--- src/hw/cpu_pkg.sv ---
/*
 * cpu_pkg
 * widths, instruction encodings and ALU operations shared by the pipeline
 */
`default_nettype none

package cpu_pkg;

    localparam int xlen       = 32;   // data and address width
    localparam int reg_addr_w = 5;

    // major opcode, instr[31:26]
    typedef enum logic [5:0] {
        op_special = 6'h00,
        op_beq     = 6'h04,
        op_bne     = 6'h05,
        op_addiu   = 6'h09,
        op_lw      = 6'h23,
        op_sw      = 6'h2b
    } opcode_e;

    // function field of special, instr[5:0]
    typedef enum logic [5:0] {
        fn_addu = 6'h21,
        fn_subu = 6'h23,
        fn_and  = 6'h24,
        fn_or   = 6'h25,
        fn_slt  = 6'h2a
    } funct_e;

    typedef enum logic [2:0] {
        alu_add,
        alu_sub,
        alu_and,
        alu_or,
        alu_slt,
        alu_pass_b
    } alu_op_e;

    localparam logic [xlen-1:0] nop_instr = '0;   // sll r0, r0, 0

endpackage

`default_nettype wire

--- src/hw/pipe_control.sv ---
/*
 * pipe_control
 * per-stage write enables and flushes from hazard and branch events
 */
`timescale 1ns/10ps
`default_nettype none

module pipe_control (
    input  wire logic aclk,
    input  wire logic arst_n,
    input  wire logic hazard_stall,
    input  wire logic branch_taken,
    output logic      pc_wr,
    output logic      if_wr,
    output logic      id_wr,
    output logic      if_flush,
    output logic      id_flush
);

    // a taken branch wins, the stalled instruction in decode dies anyway
    assign pc_wr    = branch_taken | ~hazard_stall;
    assign if_wr    = branch_taken | ~hazard_stall;
    assign if_flush = branch_taken;                  // fetched word is wrong path
    assign id_wr    = 1'b1;                          // execute never holds
    assign id_flush = branch_taken | hazard_stall;   // bubble into execute

    // the bubble put into execute ends the hazard after one cycle
    a_stall_single : assert property (@(posedge aclk) disable iff (!arst_n)
        hazard_stall |=> !hazard_stall)
        else $error("pipe_control: hazard stall held for a second cycle");

endmodule

`default_nettype wire

--- src/hw/if_stage.sv ---
/*
 * if_stage
 * program counter, next-pc select and the fetch/decode register
 */
`timescale 1ns/10ps
`default_nettype none

module if_stage import cpu_pkg::*; #(
    parameter logic [xlen-1:0] RESET_PC = '0
) (
    input  wire logic            aclk,
    input  wire logic            arst_n,
    input  wire logic            pc_wr,
    input  wire logic            if_wr,
    input  wire logic            if_flush,
    input  wire logic            branch_taken,
    input  wire logic [xlen-1:0] branch_target,
    input  wire logic [xlen-1:0] inst_rdata,
    output logic      [xlen-1:0] inst_addr,
    output logic      [xlen-1:0] if_pc,
    output logic      [xlen-1:0] if_instr,
    output logic                 if_valid
);

    logic [xlen-1:0] pc;
    logic [xlen-1:0] next_pc;

    assign next_pc   = branch_taken ? branch_target : pc + xlen'(4);
    assign inst_addr = pc;   // memory answers in the same cycle

    always_ff @(posedge aclk or negedge arst_n) begin
        if (!arst_n) begin
            pc <= RESET_PC;
        end else if (pc_wr) begin
            pc <= next_pc;
        end
    end

    always_ff @(posedge aclk or negedge arst_n) begin
        if (!arst_n) begin
            if_valid <= 1'b0;
        end else if (if_wr) begin
            if_valid <= ~if_flush;
        end
    end

    always_ff @(posedge aclk) begin
        if (if_wr) begin
            if_pc    <= pc;
            if_instr <= if_flush ? nop_instr : inst_rdata;
        end
    end

    // branch targets come from execute, they must keep the pc aligned
    a_pc_aligned : assert property (@(posedge aclk) disable iff (!arst_n)
        inst_addr[1:0] == 2'b00)
        else $error("if_stage: unaligned fetch address %h", inst_addr);

endmodule

`default_nettype wire

--- src/hw/regfile.sv ---
/*
 * regfile
 * 32 x 32 register file, two reads, one write, write-through to the reads
 */
`timescale 1ns/10ps
`default_nettype none

module regfile #(
    parameter int DATA_W = 32,
    parameter int ADDR_W = 5
) (
    input  wire logic              aclk,
    input  wire logic              arst_n,
    input  wire logic [ADDR_W-1:0] raddr_a,
    input  wire logic [ADDR_W-1:0] raddr_b,
    output logic      [DATA_W-1:0] rdata_a,
    output logic      [DATA_W-1:0] rdata_b,
    input  wire logic              wen,
    input  wire logic [ADDR_W-1:0] waddr,
    input  wire logic [DATA_W-1:0] wdata
);

    logic [DATA_W-1:0] regs [2**ADDR_W];

    function automatic logic [DATA_W-1:0] read_port(input logic [ADDR_W-1:0] addr);
        if (wen && waddr != '0 && addr == waddr) begin
            return wdata;   // writeback bypass
        end
        return regs[addr];
    endfunction

    always_ff @(posedge aclk or negedge arst_n) begin
        if (!arst_n) begin
            for (int i = 0; i < 2**ADDR_W; i++) begin
                regs[i] <= '0;
            end
        end else if (wen && waddr != '0) begin   // r0 stays zero
            regs[waddr] <= wdata;
        end
    end

    always_comb begin
        rdata_a = read_port(raddr_a);
        rdata_b = read_port(raddr_b);
    end

endmodule

`default_nettype wire

--- src/hw/id_stage.sv ---
/*
 * id_stage
 * decoder, memory-stage bypass, load/use and ALU hazard detection,
 * and the decode/execute register
 */
`timescale 1ns/10ps
`default_nettype none

module id_stage import cpu_pkg::*; (
    input  wire logic                  aclk,
    input  wire logic                  arst_n,
    input  wire logic                  id_wr,
    input  wire logic                  id_flush,
    input  wire logic [xlen-1:0]       if_pc,
    input  wire logic [xlen-1:0]       if_instr,
    input  wire logic                  if_valid,
    input  wire logic [xlen-1:0]       rdata_a,
    input  wire logic [xlen-1:0]       rdata_b,
    output logic      [reg_addr_w-1:0] raddr_a,
    output logic      [reg_addr_w-1:0] raddr_b,
    input  wire logic [reg_addr_w-1:0] mem_dst,
    input  wire logic                  mem_wen,
    input  wire logic [xlen-1:0]       mem_result,
    output logic      [xlen-1:0]       ex_pc,
    output logic                       ex_valid,
    output alu_op_e                    ex_alu_op,
    output logic      [xlen-1:0]       ex_op_a,
    output logic      [xlen-1:0]       ex_op_b,
    output logic      [xlen-1:0]       ex_store_data,
    output logic      [xlen-1:0]       ex_imm,
    output logic      [reg_addr_w-1:0] ex_dst,
    output logic                       ex_wen,
    output logic                       ex_is_load,
    output logic                       ex_is_store,
    output logic      [1:0]            ex_br_kind,   // 01 beq, 10 bne
    output logic                       hazard_stall
);

    opcode_e               opcode;
    funct_e                funct;
    logic [reg_addr_w-1:0] rs;
    logic [reg_addr_w-1:0] rt;
    logic [xlen-1:0]       imm;
    logic [xlen-1:0]       rs_val;
    logic [xlen-1:0]       rt_val;
    alu_op_e               alu_op;
    logic                  use_imm;
    logic                  reads_rt;
    logic                  wen;
    logic [reg_addr_w-1:0] dst;
    logic                  is_load;
    logic                  is_store;
    logic [1:0]            br_kind;
    logic                  take;

    assign opcode  = opcode_e'(if_instr[31:26]);
    assign funct   = funct_e'(if_instr[5:0]);
    assign rs      = if_instr[25:21];
    assign rt      = if_instr[20:16];
    assign imm     = {{16{if_instr[15]}}, if_instr[15:0]};   // sign extended
    assign raddr_a = rs;
    assign raddr_b = rt;

    always_comb begin
        alu_op   = alu_pass_b;
        use_imm  = 1'b0;
        reads_rt = 1'b0;
        wen      = 1'b0;
        dst      = rt;
        is_load  = 1'b0;
        is_store = 1'b0;
        br_kind  = 2'b00;
        case (opcode)
            op_special: begin
                dst      = if_instr[15:11];
                reads_rt = 1'b1;
                wen      = 1'b1;
                case (funct)
                    fn_addu: alu_op = alu_add;
                    fn_subu: alu_op = alu_sub;
                    fn_and:  alu_op = alu_and;
                    fn_or:   alu_op = alu_or;
                    fn_slt:  alu_op = alu_slt;
                    default: wen = 1'b0;   // retires as a no-op
                endcase
            end
            op_addiu, op_lw: begin
                alu_op  = alu_add;
                use_imm = 1'b1;
                wen     = 1'b1;
                is_load = opcode == op_lw;
            end
            op_sw: begin
                alu_op   = alu_add;
                use_imm  = 1'b1;
                reads_rt = 1'b1;
                is_store = 1'b1;
            end
            op_beq, op_bne: begin
                reads_rt = 1'b1;
                br_kind  = (opcode == op_beq) ? 2'b01 : 2'b10;
            end
            default: ;
        endcase
        if (dst == '0) begin
            wen = 1'b0;   // writes to r0 vanish here
        end
    end

    // memory-stage result overrides the register file
    assign rs_val = (mem_wen && mem_dst == rs) ? mem_result : rdata_a;
    assign rt_val = (mem_wen && mem_dst == rt) ? mem_result : rdata_b;

    // execute result not ready yet, one cycle later it comes from memory
    assign hazard_stall = if_valid && ex_wen &&
                          (ex_dst == rs || (reads_rt && ex_dst == rt));

    assign take = if_valid & ~id_flush;

    always_ff @(posedge aclk or negedge arst_n) begin
        if (!arst_n) begin
            ex_valid    <= 1'b0;
            ex_wen      <= 1'b0;
            ex_is_load  <= 1'b0;
            ex_is_store <= 1'b0;
            ex_br_kind  <= 2'b00;
        end else if (id_wr) begin
            ex_valid    <= take;
            ex_wen      <= take & wen;
            ex_is_load  <= take & is_load;
            ex_is_store <= take & is_store;
            ex_br_kind  <= take ? br_kind : 2'b00;
        end
    end

    always_ff @(posedge aclk) begin
        if (id_wr) begin
            ex_pc         <= if_pc;
            ex_alu_op     <= alu_op;
            ex_op_a       <= rs_val;
            ex_op_b       <= use_imm ? imm : rt_val;
            ex_store_data <= rt_val;   // also the beq/bne compare operand
            ex_imm        <= imm;
            ex_dst        <= dst;
        end
    end

    // a valid slot in execute carries a fully decoded fetch word
    a_ex_known : assert property (@(posedge aclk) disable iff (!arst_n)
        ex_valid |-> !$isunknown({ex_pc, ex_alu_op, ex_imm, ex_dst, ex_wen, ex_br_kind}))
        else $error("id_stage: unknown field in valid execute slot, pc %h", ex_pc);

endmodule

`default_nettype wire

--- src/hw/exe_stage.sv ---
/*
 * exe_stage
 * ALU and address add, branch compare and target, execute/memory register
 */
`timescale 1ns/10ps
`default_nettype none

module exe_stage import cpu_pkg::*; (
    input  wire logic                  aclk,
    input  wire logic                  arst_n,
    input  wire logic [xlen-1:0]       ex_pc,
    input  wire logic                  ex_valid,
    input  wire alu_op_e               ex_alu_op,
    input  wire logic [xlen-1:0]       ex_op_a,
    input  wire logic [xlen-1:0]       ex_op_b,
    input  wire logic [xlen-1:0]       ex_store_data,
    input  wire logic [xlen-1:0]       ex_imm,
    input  wire logic [reg_addr_w-1:0] ex_dst,
    input  wire logic                  ex_wen,
    input  wire logic                  ex_is_load,
    input  wire logic                  ex_is_store,
    input  wire logic [1:0]            ex_br_kind,
    output logic                       branch_taken,
    output logic      [xlen-1:0]       branch_target,
    output logic      [xlen-1:0]       mem_pc,
    output logic                       mem_valid,
    output logic      [xlen-1:0]       mem_alu_result,
    output logic      [xlen-1:0]       mem_store_data,
    output logic      [reg_addr_w-1:0] mem_dst,
    output logic                       mem_wen,
    output logic                       mem_is_load,
    output logic                       mem_is_store
);

    logic [xlen-1:0] alu_result;
    logic            operands_eq;

    always_comb begin
        case (ex_alu_op)
            alu_add: alu_result = ex_op_a + ex_op_b;   // also lw/sw address
            alu_sub: alu_result = ex_op_a - ex_op_b;
            alu_and: alu_result = ex_op_a & ex_op_b;
            alu_or:  alu_result = ex_op_a | ex_op_b;
            alu_slt: alu_result = xlen'($signed(ex_op_a) < $signed(ex_op_b));
            default: alu_result = ex_op_b;
        endcase
    end

    assign operands_eq   = ex_op_a == ex_store_data;
    assign branch_taken  = (ex_br_kind == 2'b01 && operands_eq) ||
                           (ex_br_kind == 2'b10 && !operands_eq);
    assign branch_target = ex_pc + xlen'(4) + (ex_imm << 2);

    always_ff @(posedge aclk or negedge arst_n) begin
        if (!arst_n) begin
            mem_valid    <= 1'b0;
            mem_wen      <= 1'b0;
            mem_is_load  <= 1'b0;
            mem_is_store <= 1'b0;
        end else begin
            mem_valid    <= ex_valid;
            mem_wen      <= ex_wen;
            mem_is_load  <= ex_is_load;
            mem_is_store <= ex_is_store;
        end
    end

    always_ff @(posedge aclk) begin
        mem_pc         <= ex_pc;
        mem_alu_result <= alu_result;
        mem_store_data <= ex_store_data;
        mem_dst        <= ex_dst;
    end

endmodule

`default_nettype wire

--- src/hw/mem_stage.sv ---
/*
 * mem_stage
 * data memory port, load select and the memory/writeback register
 */
`timescale 1ns/10ps
`default_nettype none

module mem_stage import cpu_pkg::*; (
    input  wire logic                  aclk,
    input  wire logic                  arst_n,
    input  wire logic [xlen-1:0]       mem_pc,
    input  wire logic                  mem_valid,
    input  wire logic [xlen-1:0]       mem_alu_result,
    input  wire logic [xlen-1:0]       mem_store_data,
    input  wire logic [reg_addr_w-1:0] mem_dst,
    input  wire logic                  mem_wen,
    input  wire logic                  mem_is_load,
    input  wire logic                  mem_is_store,
    input  wire logic [xlen-1:0]       data_rdata,
    output logic      [xlen-1:0]       data_addr,
    output logic      [xlen-1:0]       data_wdata,
    output logic                       data_wen,
    output logic      [xlen-1:0]       mem_result,
    output logic      [xlen-1:0]       wb_pc,
    output logic                       wb_wen,
    output logic      [reg_addr_w-1:0] wb_dst,
    output logic      [xlen-1:0]       wb_result
);

    assign data_addr  = mem_alu_result;
    assign data_wdata = mem_store_data;   // full word stores only
    assign data_wen   = mem_is_store;

    // also the bypass value for decode
    assign mem_result = mem_is_load ? data_rdata : mem_alu_result;

    always_ff @(posedge aclk or negedge arst_n) begin
        if (!arst_n) begin
            wb_wen <= 1'b0;
        end else begin
            wb_wen <= mem_valid & mem_wen;
        end
    end

    // writeback record, feeds register file and trace
    always_ff @(posedge aclk) begin
        wb_pc     <= mem_pc;
        wb_dst    <= mem_dst;
        wb_result <= mem_result;
    end

endmodule

`default_nettype wire

--- src/hw/mycpu_top.sv ---
/*
 * mycpu_top
 * five-stage in-order pipeline with word memory ports and writeback trace
 */
`timescale 1ns/10ps
`default_nettype none

module mycpu_top import cpu_pkg::*; #(
    parameter logic [xlen-1:0] RESET_PC = '0
) (
    input  wire logic                  aclk,
    input  wire logic                  arst_n,
    output logic      [xlen-1:0]       inst_addr,
    input  wire logic [xlen-1:0]       inst_rdata,
    output logic      [xlen-1:0]       data_addr,
    output logic      [xlen-1:0]       data_wdata,
    output logic                       data_wen,
    input  wire logic [xlen-1:0]       data_rdata,
    output logic      [xlen-1:0]       debug_wb_pc,
    output logic      [xlen-1:0]       debug_wb_rf_wdata,
    output logic      [3:0]            debug_wb_rf_wen,
    output logic      [reg_addr_w-1:0] debug_wb_rf_wnum
);

    // pipeline control
    logic                  pc_wr;
    logic                  if_wr;
    logic                  id_wr;
    logic                  if_flush;
    logic                  id_flush;
    logic                  hazard_stall;
    logic                  branch_taken;
    logic [xlen-1:0]       branch_target;

    logic [xlen-1:0]       if_pc;
    logic [xlen-1:0]       if_instr;
    logic                  if_valid;
    logic [reg_addr_w-1:0] raddr_a;
    logic [reg_addr_w-1:0] raddr_b;
    logic [xlen-1:0]       rdata_a;
    logic [xlen-1:0]       rdata_b;

    logic [xlen-1:0]       ex_pc;
    logic                  ex_valid;
    alu_op_e               ex_alu_op;
    logic [xlen-1:0]       ex_op_a;
    logic [xlen-1:0]       ex_op_b;
    logic [xlen-1:0]       ex_store_data;
    logic [xlen-1:0]       ex_imm;
    logic [reg_addr_w-1:0] ex_dst;
    logic                  ex_wen;
    logic                  ex_is_load;
    logic                  ex_is_store;
    logic [1:0]            ex_br_kind;

    logic [xlen-1:0]       mem_pc;
    logic                  mem_valid;
    logic [xlen-1:0]       mem_alu_result;
    logic [xlen-1:0]       mem_store_data;
    logic [reg_addr_w-1:0] mem_dst;
    logic                  mem_wen;
    logic                  mem_is_load;
    logic                  mem_is_store;
    logic [xlen-1:0]       mem_result;   // bypass into decode

    logic [xlen-1:0]       wb_pc;
    logic                  wb_wen;
    logic [reg_addr_w-1:0] wb_dst;
    logic [xlen-1:0]       wb_result;

    // trace straight from the writeback record
    assign debug_wb_pc       = wb_pc;
    assign debug_wb_rf_wdata = wb_result;
    assign debug_wb_rf_wen   = {4{wb_wen}};
    assign debug_wb_rf_wnum  = wb_dst;

    // stage ports carry the same names as the nets here
    pipe_control u_pipe_control (.*);

    if_stage #(
        .RESET_PC (RESET_PC)
    ) u_if_stage (.*);

    regfile #(
        .DATA_W (xlen),
        .ADDR_W (reg_addr_w)
    ) u_regfile (
        .*,
        .wen   (wb_wen),
        .waddr (wb_dst),
        .wdata (wb_result)
    );

    id_stage  u_id_stage  (.*);
    exe_stage u_exe_stage (.*);
    mem_stage u_mem_stage (.*);

endmodule

`default_nettype wire

--- config.mk ---
export PLATFORM = sky130hd
export DESIGN_NAME = mycpu_top
export DESIGN_NICKNAME = d
export VERILOG_FILES = /design/src/hw/cpu_pkg.sv /design/src/hw/pipe_control.sv /design/src/hw/if_stage.sv /design/src/hw/regfile.sv /design/src/hw/id_stage.sv /design/src/hw/exe_stage.sv /design/src/hw/mem_stage.sv /design/src/hw/mycpu_top.sv
export SDC_FILE = /design/constraint.sdc
export NUM_CORES = 2
export LEC_CHECK = 0
export BUFFER_PORTS_ARGS = -buffer_cell sky130_fd_sc_hd__buf_2
export CAP_MARGIN = 40
export CORE_AREA = 10 10 396 398
export CTS_CLUSTER_DIAMETER = 50
export CTS_CLUSTER_SIZE = 12
export DETAILED_ROUTE_END_ITERATION = 8
export DIE_AREA = 0 0 406 408
export PLACE_DENSITY = 0.75
export SYNTH_ARGS = -nofsm -noshare
export SYNTH_HDL_FRONTEND = slang
export SYNTH_SLANG_ARGS = --single-unit
--- constraint.sdc ---
create_clock -name aclk -period 5.3 [get_ports aclk]
set_input_delay 0.795 -clock aclk [delete_from_list [all_inputs] [get_ports aclk]]
set_output_delay 0.795 -clock aclk [all_outputs]
set_load 0.01 [all_outputs]
==> flow_metrics.env <==
export IMPL_core_area_um2=149000
export IMPL_place_congestion=0.985
export IMPL_syn_avg_cell_area_um2=14.2
export IMPL_drc=0
export IMPL_setup_tns_ns=0
export IMPL_whs_ns=0.0207
export IMPL_crit_required_ns=5.99
export IMPL_drv_cap=0
export IMPL_synthesis_area_um2=74100
export IMPL_hold_viol_final=0
export IMPL_path_class="reg2reg"
export IMPL_die_area_um2=166000
export IMPL_slew_viol_final=0
export IMPL_final_setup_viol_count=0
export IMPL_cts_sinks=1454
export IMPL_ys_async_sr_fraction_pct=73.5
export IMPL_path_max_fanout=77
export IMPL_area_growth_pct=11.5
export IMPL_viasPerCell=6.53
export IMPL_worst_setup_path_start_kind="flop"
export IMPL_n_fill_cell=11596
export IMPL_grt_pass1_wl_um=324000
export IMPL_worst_pin_slew_ns=1.11
export IMPL_cts_resized_gates=0
export IMPL_postCtsSetupBuffers=0
export IMPL_final_cells=7337
export IMPL_port_buffers=235
export IMPL_die_width_um=406
export IMPL_crit_path_end_kind="flop"
export IMPL_place_ws_ns=1.44
export IMPL_cts_root_buffer="clkbuf_16"
export IMPL_yosys_top_cells_count="1,068 x dfrtp_1, 1,001 x mux2_2, 640 x mux4_2"
export IMPL_clock_path_buffers=3
export IMPL_grt_ovfl_total=0
export IMPL_synthCells=5222
export IMPL_final_antenna_net_count=0
export IMPL_die_y_um=408
export IMPL_multi_input_area_um2=36600
export IMPL_rrSetupSlack_ns=1.38
export IMPL_wl_per_cell_um=29.6
export IMPL_grt_start_max_net_pins=160
export IMPL_wl_um=217000
export IMPL_synthDistinctLibCells=84
export IMPL_synth_edff_count=64
export IMPL_first_iter_violations=5514
export IMPL_r2r_start="u_if_stage.if_instr[16]$_SDFFCE_PP0P_"
export IMPL_clk_latency_ns=0.80
export IMPL_clk_pin_slew_ns=0.06
export IMPL_rsz0062_at_grt="no"
export IMPL_fin_worst_skew_ns=0.0263
export IMPL_syn_nets=5445
export IMPL_postCtsHoldBufs=0
export IMPL_numCtsBuffers=152
export IMPL_synth_top_flop_cell="dfrtp_1"
export IMPL_period_share_pct=73.9
export IMPL_ctsHtreeMaxLevel=4
export IMPL_io_pin_count=236
export IMPL_finalPower_uw=26300
export IMPL_fin_crit_ns=3.92
export IMPL_synth_most_common_cell="dfrtp_1"
export IMPL_synth_seq_cells=1454
export IMPL_synth_top_area_share_pct=36.1
export IMPL_first_pass_iters=6
export IMPL_setup_slack_ns=1.38
export IMPL_power_density_nw_per_um2=318
export IMPL_dr_total_vias=47910
export IMPL_synth_seq_area_share_pct=47.4
export IMPL_row_count=142
export IMPL_register_area_um2=35100
export IMPL_p_leak_uw=0.0377
export IMPL_antenna_found_initial=8
export IMPL_reg2reg_depth=8
export IMPL_peakVddDrop_mv=0.318
export IMPL_fin_nets=5507
export IMPL_arrival_ns=4.61
export IMPL_drive_above_1_share_pct=42.5
export IMPL_yosysWarnings=0
export IMPL_tritoncts="built"
export IMPL_post_place_cells=7072
export IMPL_status="finished clean"
export IMPL_hpwlAfterDp_um=138000
export IMPL_start_util_pct=49.7
export IMPL_min_path_type="in2async"
export IMPL_yosysTopAreaCell="dfrtp_1"
export IMPL_grt_use_total_pct=25.8
export IMPL_synthTopCellsByArea="dfrtp_1 36%, mux4_2 19%, mux2_2 15%"
export IMPL_fmax_ghz=0.255
export IMPL_grt_pass1_vias=49259
export IMPL_crit_start="u_if_stage.if_instr[16]$_SDFFCE_PP0P_"
export IMPL_max_slew_margin_pct=25.9
[placed cells by master, fill, tap and decap left out, drive strengths merged, types with 22 or more instances in the layout]
cell type     n
clkbuf      219
a21oi       218
nand3        38
inv         150
xnor2        68
mux2       1035
xor2         85
dfxtp       322
nand2        95
mux2i       176
dfrtp      1068
a21o         26
mux4        640
ha          154
nor4         25
o21ai        83
clkinv       22
buf         391
nor2        204
and2         40
and3         25
edfxtp       64
[final cells by class]
type | count | area share, %
Antenna cell | 4 | 0.0121
Clock buffer | 218 | 5.12
Clock inverter | 41 | 0.679
Inverter | 142 | 0.645
Multi-Input combinational cell | 3142 | 44.4
Sequential cell | 1454 | 42.5
Tap cell | 1944 | 2.95
Timing Repair Buffer | 392 | 3.75
[logic make-up after synthesis]
kind of cell | share of synthesized area (%)
simple gates | 3.31
fa+ha+maj | 2.68
compound gates | 3.84
mux | 37.6
buf+inv | 3.38
xor+xnor | 1.81
flops | 47.4
[metal layers]
metal  wire [um]  up-vias  global-route usage (%)
met1       83400    25287                    33.7
met3       20500      584                    6.20
met2      102000     2367                    40.4
li1            -    19668                       -
met5          32        -                       0
met4       11500        4                    12.7
[per-stage QoR]
step	area [um^2]	util (%)
after floorplan	74100	-
after global placement	77100	51.8
after detailed placement	77800	52.2
after CTS	82600	55.5
after global routing	82600	55.5
final	82600	55.5
[where the power goes]
group          internal (uW)  switching [uW]  total [uW]
registers              11900             486       12300
logic                   1410            2050        3450
clock network           5930            4540       10500
total                  19200            7080       26300
[worst paths after layout]
| check | endpoint |
|---|---|
| max in group asynchronous | u_regfile.regs[636]$_DFFE_PN0P_ |
| min in group aclk | u_mem_stage.wb_result[27]$_DFF_P_ |
| min | u_regfile.regs[844]$_DFFE_PN0P_ |
| max | u_id_stage.ex_op_b[12]$_DFF_P_ |
| min reg2reg | u_mem_stage.wb_pc[26]$_DFF_P_ |
| max reg2reg | u_id_stage.ex_op_b[12]$_DFF_P_ |
[worst max-delay path, cell delays in order (launching register included)]
cell      delay (ns)
edfxtp_1        0.86
buf_12          0.53
mux4_2          0.60
mux4_2          0.48
mux2i_1         0.27
nor2_1          0.08
a21oi_1         0.16
mux2i_1         0.26
mux2_2          0.38
[sequential cells by signal, indices dropped and copies added (netlist names), 2 cells and up]
name / count
u_id_stage.ex_op_b: 32
u_id_stage.ex_imm: 16
u_if_stage.if_pc: 32
u_exe_stage.mem_dst: 5
u_mem_stage.wb_result: 32
u_exe_stage.mem_store_data: 32
u_if_stage.if_instr: 32
u_if_stage.inst_addr: 32
u_mem_stage.wb_dst: 5
u_regfile.regs: 1024
u_mem_stage.wb_pc: 32
u_id_stage.ex_op_a: 32
u_id_stage.ex_dst: 5
u_id_stage.ex_alu_op: 3
u_exe_stage.mem_pc: 32
u_id_stage.ex_store_data: 32
u_id_stage.ex_pc: 32
u_exe_stage.mem_alu_result: 32
u_id_stage.ex_br_kind: 2
Note: power is estimated with default switching activity, not from simulation.
